## src/include/issue_defs.svh

```systemverilog
// ####################
// Default sizes of the single-warp issue stage
// Rule: DEF_NUM_TAGS must be at least DEF_WB_DEPTH
// ####################
`ifndef ISSUE_DEFS_SVH
`define ISSUE_DEFS_SVH

// Tags in flight and buffer entries
`define DEF_NUM_TAGS  8
`define DEF_WB_DEPTH  4
// Instruction field widths
`define DEF_REG_IDX_W 4
`define DEF_WARP_W    8
`define DEF_PC_W      16
`define DEF_NUM_OPS   2

`endif

```

## src/hdl/issue_pkg.sv

```systemverilog
// ####################
// Shared types of the issue stage
// Struct widths are fixed by the default sizes
// Tag width covers at most DEF_NUM_TAGS tags
// ####################
`include "issue_defs.svh"

package issue_pkg;

    // ####################
    // Constants
    // ####################

    // Source operands per instruction
    localparam int unsigned OP_NUM    = `DEF_NUM_OPS;
    // Register index width
    localparam int unsigned REG_IDX_W = `DEF_REG_IDX_W;
    // Tag width from the default tag count
    localparam int unsigned TAG_W     = $clog2(`DEF_NUM_TAGS);
    localparam int unsigned PC_W      = `DEF_PC_W;
    localparam int unsigned WARP_W    = `DEF_WARP_W;

    // ####################
    // Types
    // ####################

    // Opcodes pass through the issue stage untouched
    typedef enum logic [3:0] {
        OP_ADD = 4'd0,
        OP_SUB = 4'd1,
        OP_MUL = 4'd2,
        OP_LD  = 4'd3,
        OP_ST  = 4'd4,
        OP_MOV = 4'd5
    } opcode_e;

    typedef logic [TAG_W-1:0]     tag_t;
    typedef logic [REG_IDX_W-1:0] reg_idx_t;

    // Decoded instruction, 42 bits
    typedef struct packed {
        logic [PC_W-1:0]             pc;
        logic [WARP_W-1:0]           act_mask;
        opcode_e                     opcode;
        reg_idx_t                    dst;
        logic [OP_NUM-1:0]           ops_req;
        reg_idx_t [OP_NUM-1:0]       ops;
    } dec_inst_t;

    // Instruction towards the operand collector, 45 bits
    typedef struct packed {
        dec_inst_t inst;
        tag_t      tag;
    } disp_inst_t;

endpackage

```

## src/hdl/tag_pool.sv

```systemverilog
// ####################
// Circular free list of tags, full after reset
// Pushes only tags that were popped before
// NumTags must not exceed the range of tag_t
// ####################
`timescale 1ns/1ns

module tag_pool import issue_pkg::*; #(
    parameter int unsigned NumTags = 8
) (
    input  logic clk_i,
    input  logic arst_n_i,
    // Pop side
    input  logic get_i,
    output tag_t tag_o,
    output logic avail_o,
    // Push side, completed tags
    input  logic free_i,
    input  tag_t free_tag_i
);

    localparam int unsigned PtrW = NumTags > 1 ? $clog2(NumTags) : 1;
    localparam int unsigned CntW = $clog2(NumTags + 1);

    tag_t            mem_q [NumTags];
    logic [PtrW-1:0] rd_ptr_q;
    logic [PtrW-1:0] wr_ptr_q;
    logic [CntW-1:0] count_q;
    logic            pop;

    // Head of the list is the next tag to hand out
    assign tag_o   = mem_q[rd_ptr_q];
    assign avail_o = count_q != '0;
    assign pop     = get_i && avail_o;

    always_ff @(posedge clk_i or negedge arst_n_i) begin
        if (!arst_n_i) begin
            // Every tag free, ascending order
            for (int i = 0; i < NumTags; i++) begin
                mem_q[i] <= tag_t'(i);
            end
            rd_ptr_q <= '0;
            wr_ptr_q <= '0;
            count_q  <= CntW'(NumTags);
        end else begin
            if (pop) begin
                rd_ptr_q <= (rd_ptr_q == PtrW'(NumTags - 1)) ? '0 : rd_ptr_q + 1'b1;
            end
            if (free_i) begin
                mem_q[wr_ptr_q] <= free_tag_i;
                wr_ptr_q <= (wr_ptr_q == PtrW'(NumTags - 1)) ? '0 : wr_ptr_q + 1'b1;
            end
            // Push and pop together leave the count unchanged
            case ({pop, free_i})
                2'b10:   count_q <= count_q - 1'b1;
                2'b01:   count_q <= count_q + 1'b1;
                default: count_q <= count_q;
            endcase
        end
    end

endmodule

```

## src/hdl/scoreboard.sv

```systemverilog
// ####################
// Producer tag per register for the single warp
// Lookup sees completions of the same cycle
// Write of a new producer happens on the edge after lookup
// ####################
`timescale 1ns/1ns

module scoreboard import issue_pkg::*; (
    input  logic                  clk_i,
    input  logic                  arst_n_i,
    // New instruction
    input  logic                  accept_i,
    input  reg_idx_t              dst_i,
    input  tag_t                  tag_i,
    input  reg_idx_t [OP_NUM-1:0] ops_i,
    output logic [OP_NUM-1:0]     ops_ready_o,
    output tag_t [OP_NUM-1:0]     ops_tag_o,
    // Completion strobe
    input  logic                  eu_valid_i,
    input  tag_t                  eu_tag_i
);

    localparam int unsigned NumRegs = 2 ** REG_IDX_W;

    logic [NumRegs-1:0] busy_q;
    tag_t               prod_tag_q [NumRegs];

    // ####################
    // Lookup
    // ####################

    always_comb begin
        for (int k = 0; k < OP_NUM; k++) begin
            ops_tag_o[k]   = prod_tag_q[ops_i[k]];
            // Ready when idle or when its producer finishes right now
            ops_ready_o[k] = !busy_q[ops_i[k]]
                          || (eu_valid_i && (eu_tag_i == prod_tag_q[ops_i[k]]));
        end
    end

    // ####################
    // Update
    // ####################

    // Busy bits
    always_ff @(posedge clk_i or negedge arst_n_i) begin
        if (!arst_n_i) begin
            busy_q <= '0;
        end else begin
            for (int r = 0; r < NumRegs; r++) begin
                if (accept_i && (dst_i == reg_idx_t'(r))) begin
                    // New producer wins over a clear
                    busy_q[r] <= 1'b1;
                end else if (eu_valid_i && busy_q[r] && (prod_tag_q[r] == eu_tag_i)) begin
                    // Only the latest producer may clear
                    busy_q[r] <= 1'b0;
                end
            end
        end
    end

    // Producer tags, only meaningful while busy
    always_ff @(posedge clk_i) begin
        if (accept_i) begin
            prod_tag_q[dst_i] <= tag_i;
        end
    end

endmodule

```

## src/hdl/wait_buffer.sv

```systemverilog
// ####################
// Instructions wait here until all operands are ready
// Oldest ready entry is shown, held under back-pressure
// Entry tags must be unique, as given by the tag pool
// ####################
`timescale 1ns/1ns

module wait_buffer import issue_pkg::*; #(
    parameter int unsigned WbDepth = 4
) (
    input  logic                              clk_i,
    input  logic                              arst_n_i,
    // Insert side
    input  logic                              accept_i,
    input  dec_inst_t                         inst_i,
    input  tag_t                              tag_i,
    input  logic [OP_NUM-1:0]                 ops_ready_i,
    input  tag_t [OP_NUM-1:0]                 ops_tag_i,
    output logic                              free_o,
    output logic [$clog2(WbDepth + 1)-1:0]    count_o,
    // Wakeup
    input  logic                              eu_valid_i,
    input  tag_t                              eu_tag_i,
    // Towards the operand collector
    input  logic                              opc_ready_i,
    output logic                              disp_valid_o,
    output disp_inst_t                        disp_inst_o
);

    localparam int unsigned IdxW = WbDepth > 1 ? $clog2(WbDepth) : 1;
    localparam int unsigned CntW = $clog2(WbDepth + 1);
    // Twice the depth so that live sequence numbers never alias
    localparam int unsigned SeqW = IdxW + 1;

    typedef struct packed {
        disp_inst_t        inst;
        logic [OP_NUM-1:0] op_rdy;
        tag_t [OP_NUM-1:0] op_tag;
        logic [SeqW-1:0]   seq;
    } wb_entry_t;

    wb_entry_t          ent_q [WbDepth];
    wb_entry_t          new_ent;
    logic [WbDepth-1:0] valid_q;
    logic [SeqW-1:0]    seq_q;
    logic [IdxW-1:0]    ins_idx;
    logic [IdxW-1:0]    best_idx;
    logic [IdxW-1:0]    sel_idx;
    logic [IdxW-1:0]    hold_idx_q;
    logic               best_found;
    logic               hold_q;
    logic               dispatch;

    // True when sequence a was inserted before b
    function automatic logic older(input logic [SeqW-1:0] a, input logic [SeqW-1:0] b);
        logic [SeqW-1:0] diff;
        diff = a - b;
        return diff[SeqW-1];
    endfunction

    // ####################
    // Insert
    // ####################

    always_comb begin
        new_ent.inst.inst = inst_i;
        new_ent.inst.tag  = tag_i;
        // Operands that are not needed count as ready
        new_ent.op_rdy    = ops_ready_i | ~inst_i.ops_req;
        new_ent.op_tag    = ops_tag_i;
        new_ent.seq       = seq_q;
    end

    // Lowest free slot
    always_comb begin
        ins_idx = '0;
        for (int i = WbDepth - 1; i >= 0; i--) begin
            if (!valid_q[i]) begin
                ins_idx = IdxW'(i);
            end
        end
    end

    assign free_o = ~&valid_q;

    always_comb begin
        count_o = '0;
        for (int i = 0; i < WbDepth; i++) begin
            count_o = count_o + CntW'(valid_q[i]);
        end
    end

    // ####################
    // Selection
    // ####################

    // Oldest entry with every operand ready
    always_comb begin
        best_found = 1'b0;
        best_idx   = '0;
        for (int i = 0; i < WbDepth; i++) begin
            if (valid_q[i] && (&ent_q[i].op_rdy)
                    && (!best_found || older(ent_q[i].seq, ent_q[best_idx].seq))) begin
                best_found = 1'b1;
                best_idx   = IdxW'(i);
            end
        end
    end

    // A stalled entry stays shown even if an older one wakes up
    assign sel_idx      = hold_q ? hold_idx_q : best_idx;
    assign disp_valid_o = hold_q || best_found;
    assign disp_inst_o  = ent_q[sel_idx].inst;
    assign dispatch     = disp_valid_o && opc_ready_i;

    // ####################
    // State
    // ####################

    always_ff @(posedge clk_i or negedge arst_n_i) begin
        if (!arst_n_i) begin
            valid_q    <= '0;
            seq_q      <= '0;
            hold_q     <= 1'b0;
            hold_idx_q <= '0;
        end else begin
            hold_q     <= disp_valid_o && !opc_ready_i;
            hold_idx_q <= sel_idx;
            // Insert goes to a free slot, dispatch frees a full one
            if (accept_i) begin
                valid_q[ins_idx] <= 1'b1;
                seq_q            <= seq_q + 1'b1;
            end
            if (dispatch) begin
                valid_q[sel_idx] <= 1'b0;
            end
        end
    end

    // Entry payload and wakeup
    always_ff @(posedge clk_i) begin
        for (int j = 0; j < WbDepth; j++) begin
            for (int k = 0; k < OP_NUM; k++) begin
                if (eu_valid_i && (ent_q[j].op_tag[k] == eu_tag_i)) begin
                    ent_q[j].op_rdy[k] <= 1'b1;
                end
            end
        end
        // Lookup already folded in this cycle's completion
        if (accept_i) begin
            ent_q[ins_idx] <= new_ent;
        end
    end

endmodule

```

## src/hdl/issue_ctrl.sv

```systemverilog
// ####################
// Accept decision and slot accounting
// Control instructions release a fetch slot without entering the buffer
// ####################
`timescale 1ns/1ns

module issue_ctrl #(
    parameter int unsigned NumTags = 8,
    parameter int unsigned WbDepth = 4
) (
    input  logic                           clk_i,
    input  logic                           arst_n_i,
    input  logic                           dec_valid_i,
    // Datapath status
    input  logic                           tag_avail_i,
    input  logic                           wb_free_i,
    input  logic [$clog2(WbDepth + 1)-1:0] wb_count_i,
    // Strobes
    input  logic                           fe_handshake_i,
    input  logic                           dec_control_decoded_i,
    input  logic                           eu_valid_i,
    // Outputs
    output logic                           dec_ready_o,
    output logic                           accept_o,
    output logic                           ib_space_o,
    output logic                           all_done_o
);

    localparam int unsigned FlyW = $clog2(NumTags + 1);
    // One spare bit for fetches ahead of the buffer
    localparam int unsigned RsvW = $clog2(WbDepth + 1) + 1;

    logic [FlyW-1:0] inflight_q;
    logic [RsvW-1:0] rsv_q;
    logic [RsvW-1:0] rsv_inc;
    logic [1:0]      rsv_rel;

    // ####################
    // Accept
    // ####################

    assign dec_ready_o = tag_avail_i && wb_free_i && (inflight_q < FlyW'(NumTags));
    assign accept_o    = dec_valid_i && dec_ready_o;

    // ####################
    // Counters
    // ####################

    // Reserved slots, released on accept or on a control instruction
    assign rsv_rel = {1'b0, accept_o} + {1'b0, dec_control_decoded_i};
    assign rsv_inc = rsv_q + RsvW'(fe_handshake_i);

    always_ff @(posedge clk_i or negedge arst_n_i) begin
        if (!arst_n_i) begin
            rsv_q      <= '0;
            inflight_q <= '0;
        end else begin
            rsv_q <= (rsv_inc >= RsvW'(rsv_rel)) ? rsv_inc - RsvW'(rsv_rel) : '0;
            // Issue and completion may cancel out
            case ({accept_o, eu_valid_i})
                2'b10:   inflight_q <= inflight_q + 1'b1;
                2'b01:   inflight_q <= inflight_q - 1'b1;
                default: inflight_q <= inflight_q;
            endcase
        end
    end

    // ####################
    // Status
    // ####################

    assign ib_space_o = (32'(rsv_q) + 32'(wb_count_i)) < WbDepth;
    assign all_done_o = inflight_q == '0;

endmodule

```

## src/hdl/issue_top.sv

```systemverilog
// ####################
// Issue stage of a single-warp SIMT core
// NumTags must be at least WbDepth and fit in tag_t
// ####################
`timescale 1ns/1ns
`include "issue_defs.svh"

module issue_top import issue_pkg::*; #(
    parameter int unsigned NumTags = `DEF_NUM_TAGS,
    parameter int unsigned WbDepth = `DEF_WB_DEPTH
) (
    input  logic       clk_i,
    input  logic       arst_n_i,
    // Fetch accounting
    input  logic       fe_handshake_i,
    input  logic       dec_control_decoded_i,
    // Decoder
    input  logic       dec_valid_i,
    input  dec_inst_t  dec_inst_i,
    output logic       dec_ready_o,
    // Operand collector
    input  logic       opc_ready_i,
    output logic       disp_valid_o,
    output disp_inst_t disp_inst_o,
    // Execution units
    input  logic       eu_valid_i,
    input  tag_t       eu_tag_i,
    // Status
    output logic       ib_space_o,
    output logic       all_done_o
);

    logic                           accept;
    logic                           tag_avail;
    tag_t                           new_tag;
    logic [OP_NUM-1:0]              ops_ready;
    tag_t [OP_NUM-1:0]              ops_tag;
    logic                           wb_free;
    logic [$clog2(WbDepth + 1)-1:0] wb_count;

    // ####################
    // Control
    // ####################

    issue_ctrl #(.NumTags(NumTags), .WbDepth(WbDepth)) i_ctrl (
        .clk_i(clk_i), .arst_n_i(arst_n_i), .dec_valid_i(dec_valid_i),
        .tag_avail_i(tag_avail), .wb_free_i(wb_free), .wb_count_i(wb_count),
        .fe_handshake_i(fe_handshake_i), .dec_control_decoded_i(dec_control_decoded_i),
        .eu_valid_i(eu_valid_i), .dec_ready_o(dec_ready_o), .accept_o(accept),
        .ib_space_o(ib_space_o), .all_done_o(all_done_o)
    );

    // ####################
    // Datapath
    // ####################

    // Tags return to the pool on completion
    tag_pool #(.NumTags(NumTags)) i_tag_pool (
        .clk_i(clk_i), .arst_n_i(arst_n_i), .get_i(accept), .tag_o(new_tag),
        .avail_o(tag_avail), .free_i(eu_valid_i), .free_tag_i(eu_tag_i)
    );

    scoreboard i_scoreboard (
        .clk_i(clk_i), .arst_n_i(arst_n_i), .accept_i(accept), .dst_i(dec_inst_i.dst),
        .tag_i(new_tag), .ops_i(dec_inst_i.ops), .ops_ready_o(ops_ready),
        .ops_tag_o(ops_tag), .eu_valid_i(eu_valid_i), .eu_tag_i(eu_tag_i)
    );

    wait_buffer #(.WbDepth(WbDepth)) i_wait_buffer (
        .clk_i(clk_i), .arst_n_i(arst_n_i), .accept_i(accept), .inst_i(dec_inst_i),
        .tag_i(new_tag), .ops_ready_i(ops_ready), .ops_tag_i(ops_tag),
        .free_o(wb_free), .count_o(wb_count), .eu_valid_i(eu_valid_i),
        .eu_tag_i(eu_tag_i), .opc_ready_i(opc_ready_i), .disp_valid_o(disp_valid_o),
        .disp_inst_o(disp_inst_o)
    );

endmodule

```

## config.mk

```make
export PLATFORM = sky130hd
export DESIGN_NAME = issue_top
export DESIGN_NICKNAME = d
export VERILOG_FILES = /design/src/hdl/issue_pkg.sv /design/src/hdl/tag_pool.sv /design/src/hdl/scoreboard.sv /design/src/hdl/wait_buffer.sv /design/src/hdl/issue_ctrl.sv /design/src/hdl/issue_top.sv
export VERILOG_INCLUDE_DIRS = /design/src /design/src/include
export SDC_FILE = /design/constraint.sdc
export NUM_CORES = 1
export LEC_CHECK = 0
export BUFFER_PORTS_ARGS = -buffer_cell sky130_fd_sc_hd__buf_4
export CORE_ASPECT_RATIO = 0.6
export CORE_MARGIN = 10
export CORE_UTILIZATION = 50
export DETAILED_ROUTE_END_ITERATION = 10
export GPL_TIMING_DRIVEN = 0
export PLACE_DENSITY = 0.7
export RECOVER_POWER = 100
export SYNTH_ARGS = -nofsm -noshare
export SYNTH_HDL_FRONTEND = slang
export SYNTH_SLANG_ARGS = --single-unit
export TNS_END_PERCENT = 10
```

## constraint.sdc

```tcl
create_clock -name clk_i -period 5.4 [get_ports clk_i]
set_clock_uncertainty 0.1 [all_clocks]
set_input_delay 0.27 -clock clk_i [delete_from_list [all_inputs] [get_ports clk_i]]
set_output_delay 0.27 -clock clk_i [all_outputs]
set_load 0.02 [all_outputs]
```

==> results of run 1 <==
## power by group
part / internal (mW) / leakage (nW) / switching [mW]
Combinational: 3.20 / 3.20 / 3.70
Sequential: 3.60 / 3.28 / 0.306
Clock: 1.34 / 0.512 / 0.942
Total: 8.14 / 6.98 / 4.94
## stage by stage
| step | utilization | hold WS (ns) | worst slack, ns | instances | area (µm²) |
|---|---|---|---|---|---|
| final | 0.6145 | 0.02975 | -0.6962 | 1596 | 18570 |
| after global routing | 0.6144 | 0.05924 | -0.8628 | 1595 | 18570 |
| after CTS | 0.6212 | 0.005610 | -0.6561 | 1590 | 18780 |
| after detailed placement | 0.5597 | 0.3584 | -1.102 | 1470 | 16920 |
| after global placement | 0.5532 | 0.3594 | -2.178 | 1462 | 16720 |
| after floorplan | - | -0.1256 | 0.005486 | 957 | 15480 |
## worst paths after layout
path / start / end
max in group asynchronous: arst_n_i / i_wait_buffer.valid_q[0]$_DFF_PN0_
worst max register to register: i_wait_buffer.valid_q[0]$_DFF_PN0_ / i_wait_buffer.ent_q[3][49]$_DFFE_PP_
worst min-delay path: dec_control_decoded_i / i_ctrl.rsv_q[0]$_DFF_PN0_
worst min register to register: i_scoreboard.busy_q[6]$_DFFE_PN0P_ / i_scoreboard.busy_q[6]$_DFFE_PN0P_
min in group asynchronous: arst_n_i / i_scoreboard.busy_q[11]$_DFFE_PN0P_
worst max-delay path: i_wait_buffer.ent_q[1][1]$_DFFE_PP_ / disp_inst_o[10]
## layout by cell type, fill, tap and decap left out, types with 6 or more instances in the layout
cell type	n
edfxtp_1	264
mux2i_1	121
clkbuf_1	83
xnor2_1	77
buf_4	68
dfrtp_1	54
mux4_2	46
dlygate4sd3_1	44
nor2_1	31
clkbuf_16	31
mux2_2	28
nand2_1	23
ha_1	22
a21o_1	20
inv_1	19
mux2i_2	17
xor2_1	17
nand4_1	17
dfstp_2	13
a21oi_1	12
nor3_1	11
o21ai_0	10
nand3_1	9
buf_12	9
dfxtp_1	8
a311oi_1	7
buf_6	7
clkinv_1	7
bufinv_16	6
## layer usage
| metal | vias to the layer above | track usage | wire length, µm |
|---|---|---|---|
| met5 | - | 0 | 0 |
| met4 | 0 | 0.03230 | 599 |
| met3 | 39 | 0.04998 | 2673 |
| met2 | 285 | 0.2828 | 16360 |
| met1 | 4656 | 0.2650 | 16560 |
| li1 | 4099 | - | - |
## worst register-to-register path: stages, from the launching register on
cell and delay (ns):
dfrtp_2 0.46, ha_1 0.24, a311oi_1 0.48, and2_0 0.44
nand3_1 0.25, nor3_1 1.45, clkbuf_1 0.85, clkbuf_4 0.52
## area by class of cell
type                    count  area [µm²]  area share
flip-flops and latches    340        9807      0.5280
well taps                 408       510.5     0.02749
inverters                  22       82.58    0.004446
multi-input cells         550        5489      0.2955
diodes                      1       2.502   0.0001347
repair buffers            173        1296     0.06979
clock buffers              37       798.3     0.04298
clock inverters            20       255.2     0.01374
plain buffers              45       331.6     0.01785
## synthesized netlist by cell type (7+ instances only)
master,number
clkbuf_1,22
buf_1,8
xor2_1,17
o21ai_0,11
nor2_1,37
nand3_1,9
mux4_2,46
nand4_1,17
a21oi_1,13
mux2_2,31
dfstp_2,13
ha_1,25
dfxtp_1,8
inv_1,20
dfrtp_1,55
mux2i_1,139
nor3_1,11
edfxtp_1,264
nand2_1,23
a21o_1,21
a311oi_1,7
xnor2_1,77
## repair_timing
action                     4_1_cts  5_1_grt
resized for setup               40       19
hold endpoints to repair       225        0
gates cloned                     3        0
setup endpoints to repair       51       48
buffers inserted                16        5
pin swaps                       17       14
hold buffers                    44        0
## kinds of logic after synthesis
kind of cell / after synthesis / synth area share
xor gates and xnor gates: 95 / 0.05465
adders and majority gates: 29 / 0.02538
buffers and inverters: 67 / 0.02458
muxes: 217 / 0.1801
AOI/OAI and AO/OA: 82 / 0.03993
and+or+nand+nor: 127 / 0.04179
DFF: 340 / 0.6335
## state kept, by name (all words and copies together) (netlist names), 4 cells and up
| signal | cells |
|---|---|
| i_ctrl.inflight_q | 4 |
| i_ctrl.rsv_q | 4 |
| i_scoreboard.busy_q | 16 |
| i_scoreboard.prod_tag_q | 48 |
| i_tag_pool.count_q | 4 |
| i_tag_pool.mem_q | 24 |
| i_wait_buffer.ent_q | 224 |
| i_wait_buffer.valid_q | 4 |
==> summary.md, run 1 <==
| Metric | Value |
|---|---|
| GRT Util Overall | `0.1854` |
| Clk slew on worst S/H paths | `0.07 ns` |
| Critical Path AT | `5.73 ns` |
| Max Freq | `164.0 MHz` |
| Relative slew slack | `-1.632` |
| Input/output buffers | `97` |
| Synth Register Bits | `340` |
| Placer's final routability congestion estimate | `0.9217` |
| Hold Path Depth | `4` |
| Worst Setup Path Type | `reg -> out` |
| Cell taking the most area after synthesis | `edfxtp_1` |
| Critical Path Start Type | `flip-flop` |
| FILL cells | `2,228` |
| Starting Density | `0.5121` |
| Inserted Clock Buffers | `31` |
| Row count | `49` |
| Die Width | `247.1 µm` |
| Post-route ant nets | `0` |
| TritonCTS clock tree | `yes` |
| Die area | `0.03862 mm²` |
| Required @ worst endpoint | `5.03 ns` |
| Critical path buffer and inverter count | `4` |
| Top delay family on crit path | `compound AO/OA/AOI/OAI gates` |
| Gate Count Post-Synth | `957` |
| Total power | `13.08 mW` |
| Setup Viol. Count Final | `45` |
| Clock root buffer | `clkbuf_16` |
| Die Y | `156.3 µm` |
| Post-synth ARST share | `0.2000` |
| Router iterations before antenna repair | `6` |
| Pwr Density | `704.4 mW/mm²` |
| # nets final | `1,244` |
| Final Hold Vio Count | `0` |
| Sinks on the clock net | `340` |
| Cell variety after synth | `64` |
| Final min period | `6.096 ns` |
| Synth top area share | `0.5122` |
| Syn Area/Cell | `16.17 µm²` |
| Share of the cycle needed by the critical path after routing | `1.129` |
| Worst Path Max Fanout | `6` |
| Lkg Pwr | `6.985 nW` |
| Drc violations | `0` |
| Routed length per instance | `22.68 µm` |
| Final WS setup | `-0.6962 ns` |
| H-tree levels | `1` |
| Vias/cell | `5.689` |
| R2R setup slack | `0.28 ns` |
| Io pins | `101` |
| RSZ-0062 raised after global routing | `true` |
| Proportion of layout cells with a drive suffix above 1 | `0.2258` |
| Post-detailed-placement half-perimeter wirelength | `24.37 mm` |
| Worst Reg2Reg Path Length in Cells | `7` |
| Vias | `9,079` |
| Critical Path Sink Type | `output port` |
| Max-Cap Viols | `5` |
| Worst path depth | `26` |
| Largest net degree at the start of global routing | `69` |
| Hold Crit Class | `in -> reg` |
| Net Count, Synth | `1,038` |
| Post-synthesis cell area | `0.01548 mm²` |
| Total core area | `0.03023 mm²` |
| CP most frequent cell | `nor2_2` |
| Yosys warns | `0` |
| Vias in the first global route | `9,357` |
| Max VDD drop | `0.7101 mV` |
| Area Growth Syn to Fin | `20.00%` |
| Largest cells by area after synthesis | `edfxtp_1 51%, mux2i_1 9.0%, dfrtp_1 8.9%` |
| Worst Tran Pin Value | `3.947 ns` |
| GRT overflow | `0` |
| Antenna violations before repair | `0` |
| CP max stage cell | `edfxtp_1` |
| Synth Flop Type | `edfxtp_1` |
| Final Max Slew Viols | `153` |
| Global-route wire length before repair | `55.48 mm` |
| Final wirelength | `36.20 mm` |
| Number of synthesized flops with an enable pin | `264` |
| Setup TNS | `-27.50 ns` |
| Initial DRC count | `750` |
| Violated checks | `max-capacitance violations, max-slew violations, negative setup slack` |
| Max incr delay on CP | `0.43 ns` |
| Status | `finished with violations` |
| Clk buf depth | `3` |
| Worst-skew pair later-pin latency | `0.57 ns` |
| Seq/Total Area, Yosys | `0.6335` |
Note: power is estimated with default switching activity, not from simulation.
==> inputs of run 2 (changes only) <==
--- a/config.mk
+++ b/config.mk
@@ -9,10 +9,10 @@
 export BUFFER_PORTS_ARGS = -buffer_cell sky130_fd_sc_hd__buf_4
 export CORE_ASPECT_RATIO = 0.6
 export CORE_MARGIN = 10
-export CORE_UTILIZATION = 50
+export CORE_UTILIZATION = 55
 export DETAILED_ROUTE_END_ITERATION = 10
 export GPL_TIMING_DRIVEN = 0
-export PLACE_DENSITY = 0.7
+export PLACE_DENSITY = 0.76
 export RECOVER_POWER = 100
 export SYNTH_ARGS = -nofsm -noshare
 export SYNTH_HDL_FRONTEND = slang
==> run 2 against run 1 <==
Effect of this change: the run still ends with max-capacitance violations, max-slew violations, negative setup slack left; first-iteration DRC count is 19% higher; clock power is 6% lower; core utilization is 7.4 points higher; maximum frequency is 2.3% lower; highest routed layer unchanged; worst setup slack worse by 0.14 ns; via count is 4.6% higher.
==> summary.md, run 2 (synthesis results as in run 1) <==
| Metric | Value |
|---|---|
| Status | `finished with violations (unchanged)` |
| Violated checks | `max-capacitance violations, max-slew violations, negative setup slack (unchanged)` |
| Sinks on the clock net | `340 (unchanged)` |
| Input/output buffers | `97 (unchanged)` |
| Lkg Pwr | `7.190 nW (was 6.985 nW)` |
| Final Max Slew Viols | `69 (was 153)` |
| Setup Slack @ Placement | `-1.033 ns (was -1.102 ns)` |
| Drc violations | `0 (unchanged)` |
| Switching share of power | `0.3785 (was 0.3779)` |
| # nets final | `1,262 (was 1,244)` |
| Initial DRC count | `896 (was 750)` |
| Clock Power Share | `0.155 (was 0.175)` |
| Hold Path Depth | `4 (unchanged)` |
| Vias in the first global route | `9,734 (was 9,357)` |
| Clk buf depth | `3 (unchanged)` |
| TritonCTS clock tree | `yes (unchanged)` |
| Max reg flops | `224 (unchanged)` |
| Vias | `9,493 (was 9,079)` |
| CP max stage cell | `edfxtp_1 (unchanged)` |
| Max-Cap Viols | `1 (was 5)` |
| Switching Power | `5.267 mW (was 4.944 mW)` |
| Hold Crit Class | `in -> reg (unchanged)` |
| Critical Path Sink Type | `output port (unchanged)` |
| Pint | `8.647 mW (was 8.139 mW)` |
| Critical path buffer and inverter count | `4 (unchanged)` |
| Proportion of layout cells with a drive suffix above 1 | `0.2566 (was 0.2258)` |
| Final core occ | `0.6890 (was 0.6145)` |
| Starting Density | `0.5600 (was 0.5121)` |
| Logic pwr share | `0.564 (was 0.527)` |
| Most common cell after layout, fill and taps aside | `edfxtp_1 (unchanged)` |
| Total core area | `0.02764 mm² (was 0.03023 mm²)` |
| CP most frequent cell | `ha_4 (was nor2_2)` |
| RSZ-0062 raised after global routing | `true (unchanged)` |
| Critical Path Start Type | `flip-flop (unchanged)` |
| Largest registers | `i_wait_buffer.ent_q (224), i_scoreboard.prod_tag_q (48), i_tag_pool.mem_q (24) (unchanged)` |
| Worst-skew pair later-pin latency | `0.57 ns (about the same)` |
| Routed length per instance | `23.97 µm (was 22.68 µm)` |
| Final WS setup | `-0.8385 ns (was -0.6962 ns)` |
| Critical Path AT | `5.87 ns (was 5.73 ns)` |
| Worst Path Max Fanout | `8 (was 6)` |
| Pwr Density | `730.7 mW/mm² (was 704.4 mW/mm²)` |
| Die Width | `236.6 µm (was 247.1 µm)` |
| Die area | `0.03547 mm² (was 0.03862 mm²)` |
| Final min period | `6.238 ns (was 6.096 ns)` |
| Inserted Clock Buffers | `31 (unchanged)` |
| Ant. Diodes | `0 (was 1)` |
| Most frequent cells in the layout | `264 x edfxtp_1, 116 x mux2i_1, 80 x buf_4 (was 264 x edfxtp_1, 121 x mux2i_1, 83 x clkbuf_1)` |
| Die Y | `149.9 µm (was 156.3 µm)` |
| Largest net degree at the start of global routing | `69 (unchanged)` |
| Antenna violations before repair | `0 (unchanged)` |
| Max incr delay on CP | `0.43 ns (about the same)` |
| Share of the cycle needed by the critical path after routing | `1.155 (was 1.129)` |
| Global-route wire length before repair | `57.13 mm (was 55.48 mm)` |
| Io pins | `101 (unchanged)` |
| Multi-input logic area | `0.005658 mm² (was 0.005489 mm²)` |
| Placer's final routability congestion estimate | `0.9474 (was 0.9217)` |
| Final Hold Vio Count | `0 (unchanged)` |
| Worst Reg2Reg Path Length in Cells | `25 (was 7)` |
| Final wirelength | `37.66 mm (was 36.20 mm)` |
| Min-Delay Endpoint | `i_ctrl.rsv_q[0]$_DFF_PN0_ (unchanged)` |
| R2R setup slack | `0.11 ns (was 0.28 ns)` |
| Post-route ant nets | `0 (unchanged)` |
| Max VDD drop | `0.5859 mV (was 0.7101 mV)` |
| Worst Tran Pin Value | `3.939 ns (was 3.947 ns)` |
| Max Freq | `160.3 MHz (was 164.0 MHz)` |
| Crit Reg-Reg Startpoint | `i_wait_buffer.ent_q[1][1]$_DFFE_PP_ (was i_wait_buffer.valid_q[0]$_DFF_PN0_)` |
| Crit path launch | `i_wait_buffer.ent_q[1][1]$_DFFE_PP_ (unchanged)` |
| GRT overflow | `0 (unchanged)` |
| H-tree levels | `1 (unchanged)` |
| Area Growth Syn to Fin | `23.03% (was 20.00%)` |
| Sequential Area | `0.009806 mm² (was 0.009807 mm²)` |
| FILL cells | `1,849 (was 2,228)` |
| Required @ worst endpoint | `5.03 ns (about the same)` |
| Clock root buffer | `clkbuf_16 (unchanged)` |
| Vias/cell | `6.043 (was 5.689)` |
| Post-detailed-placement half-perimeter wirelength | `24.04 mm (was 24.37 mm)` |
| Relative slew slack | `-1.626 (was -1.632)` |
| Worst Setup Path Type | `reg -> out (unchanged)` |
| GRT Util Overall | `0.2066 (was 0.1854)` |
| Setup Viol. Count Final | `45 (unchanged)` |
| Row count | `47 (was 49)` |
| Clk slew on worst S/H paths | `0.07 ns (about the same)` |
| Crit Reg-Reg Endpoint | `i_wait_buffer.valid_q[2]$_DFF_PN0_ (was i_wait_buffer.ent_q[3][49]$_DFFE_PP_)` |
| Top reg by flops | `i_wait_buffer.ent_q (unchanged)` |
| Router iterations before antenna repair | `5 (was 6)` |
| Top delay family on crit path | `compound AO/OA/AOI/OAI gates (unchanged)` |
| Worst Min Path Start | `dec_control_decoded_i (unchanged)` |
| Reg power frac | `0.281 (was 0.299)` |
==> run 2: cell count changes in the layout (fill, tap and decap cells not counted), moves of 4 or more <==
| cell | previous run | this run |
|---|---|---|
| clkbuf_1 | 83 | 70 |
| mux2i_2 | 17 | 12 |
| buf_8 | 0 | 4 |
| mux2i_1 | 121 | 116 |
| buf_4 | 68 | 80 |
| buf_12 | 9 | 15 |
| mux2i_4 | 1 | 11 |
| clkinv_2 | 3 | 7 |
==> run 2: worst max-delay path by stage <==
stage,to,slack (ns),cells past startpoint
6_report,disp_inst_o[27],-0.84,25
5_1_grt,disp_inst_o[17],-1.03,26
3_3_place_gp,i_wait_buffer.ent_q[0][52]$_DFFE_PP_,-2.08,6
4_1_cts,disp_inst_o[16],-0.69,26
2_1_floorplan,disp_inst_o[36],0.005,24
3_5_place_dp,disp_inst_o[10],-1.03,23
==> run 2: layout make-up <==
class                   instances  share of cell area
flip-flops and latches        340              0.5149
multi-input cells             550              0.2971
repair buffers                192             0.08949
clock buffers                  36             0.04172
well taps                     367             0.02411
plain buffers                  44             0.01840
clock inverters                20            0.009856
inverters                      22            0.004337
==> run 2: per-stage QoR <==
| step | power (mW) | cells | setup TNS, ns | cell area [µm²] | hold WS (ns) |
|---|---|---|---|---|---|
| after detailed placement | 10.03 | 1428 | -41.68 | 16840 | 0.3562 |
| final | 13.91 | 1571 | -33.69 | 19040 | 0.03035 |
| after floorplan | 7.973 | 957 | 0 | 15480 | -0.1256 |
| after CTS | 13.39 | 1560 | -28.98 | 18910 | 0.01677 |
| after global routing | 14.56 | 1571 | -43.38 | 19040 | 0.06477 |
| after global placement | 9.866 | 1421 | -246.30 | 16670 | 0.3550 |
==> run 2: layer usage <==
metal,part of all wire,vias to the layer above,GRT usage
met3,0.087,77,0.05236
met4,0.024,0,0.04821
met2,0.47,428,0.3271
met1,0.42,4832,0.2828
li1,-,4156,-
met5,0,-,0.005495
==> run 2: repair_timing <==
action	in CTS	in global routing
cloned	5	3
hold buffers	44	0
setup buffers	27	9
endpoints found under the setup margin	51	48
pin swaps	11	12
endpoints found under the hold margin	225	0
gates resized for setup	65	32
==> run 2: power groups by stage <==
stage / sequential [mW] / clock (mW) / combinational, mW
final: 3.92 / 2.15 / 7.85
after global routing: 3.97 / 2.29 / 8.29
after CTS: 3.89 / 2.17 / 7.33
after detailed placement: 3.94 / 0 / 6.10
after global placement: 3.94 / 0 / 5.92
after floorplan: 3.85 / 0 / 4.13
==> run 2: worst min-delay path, cell delays in order <==
cell and delay, ns:
buf_4 0.08, ha_1 0.12, ha_1 0.14, nor2_1 0.05
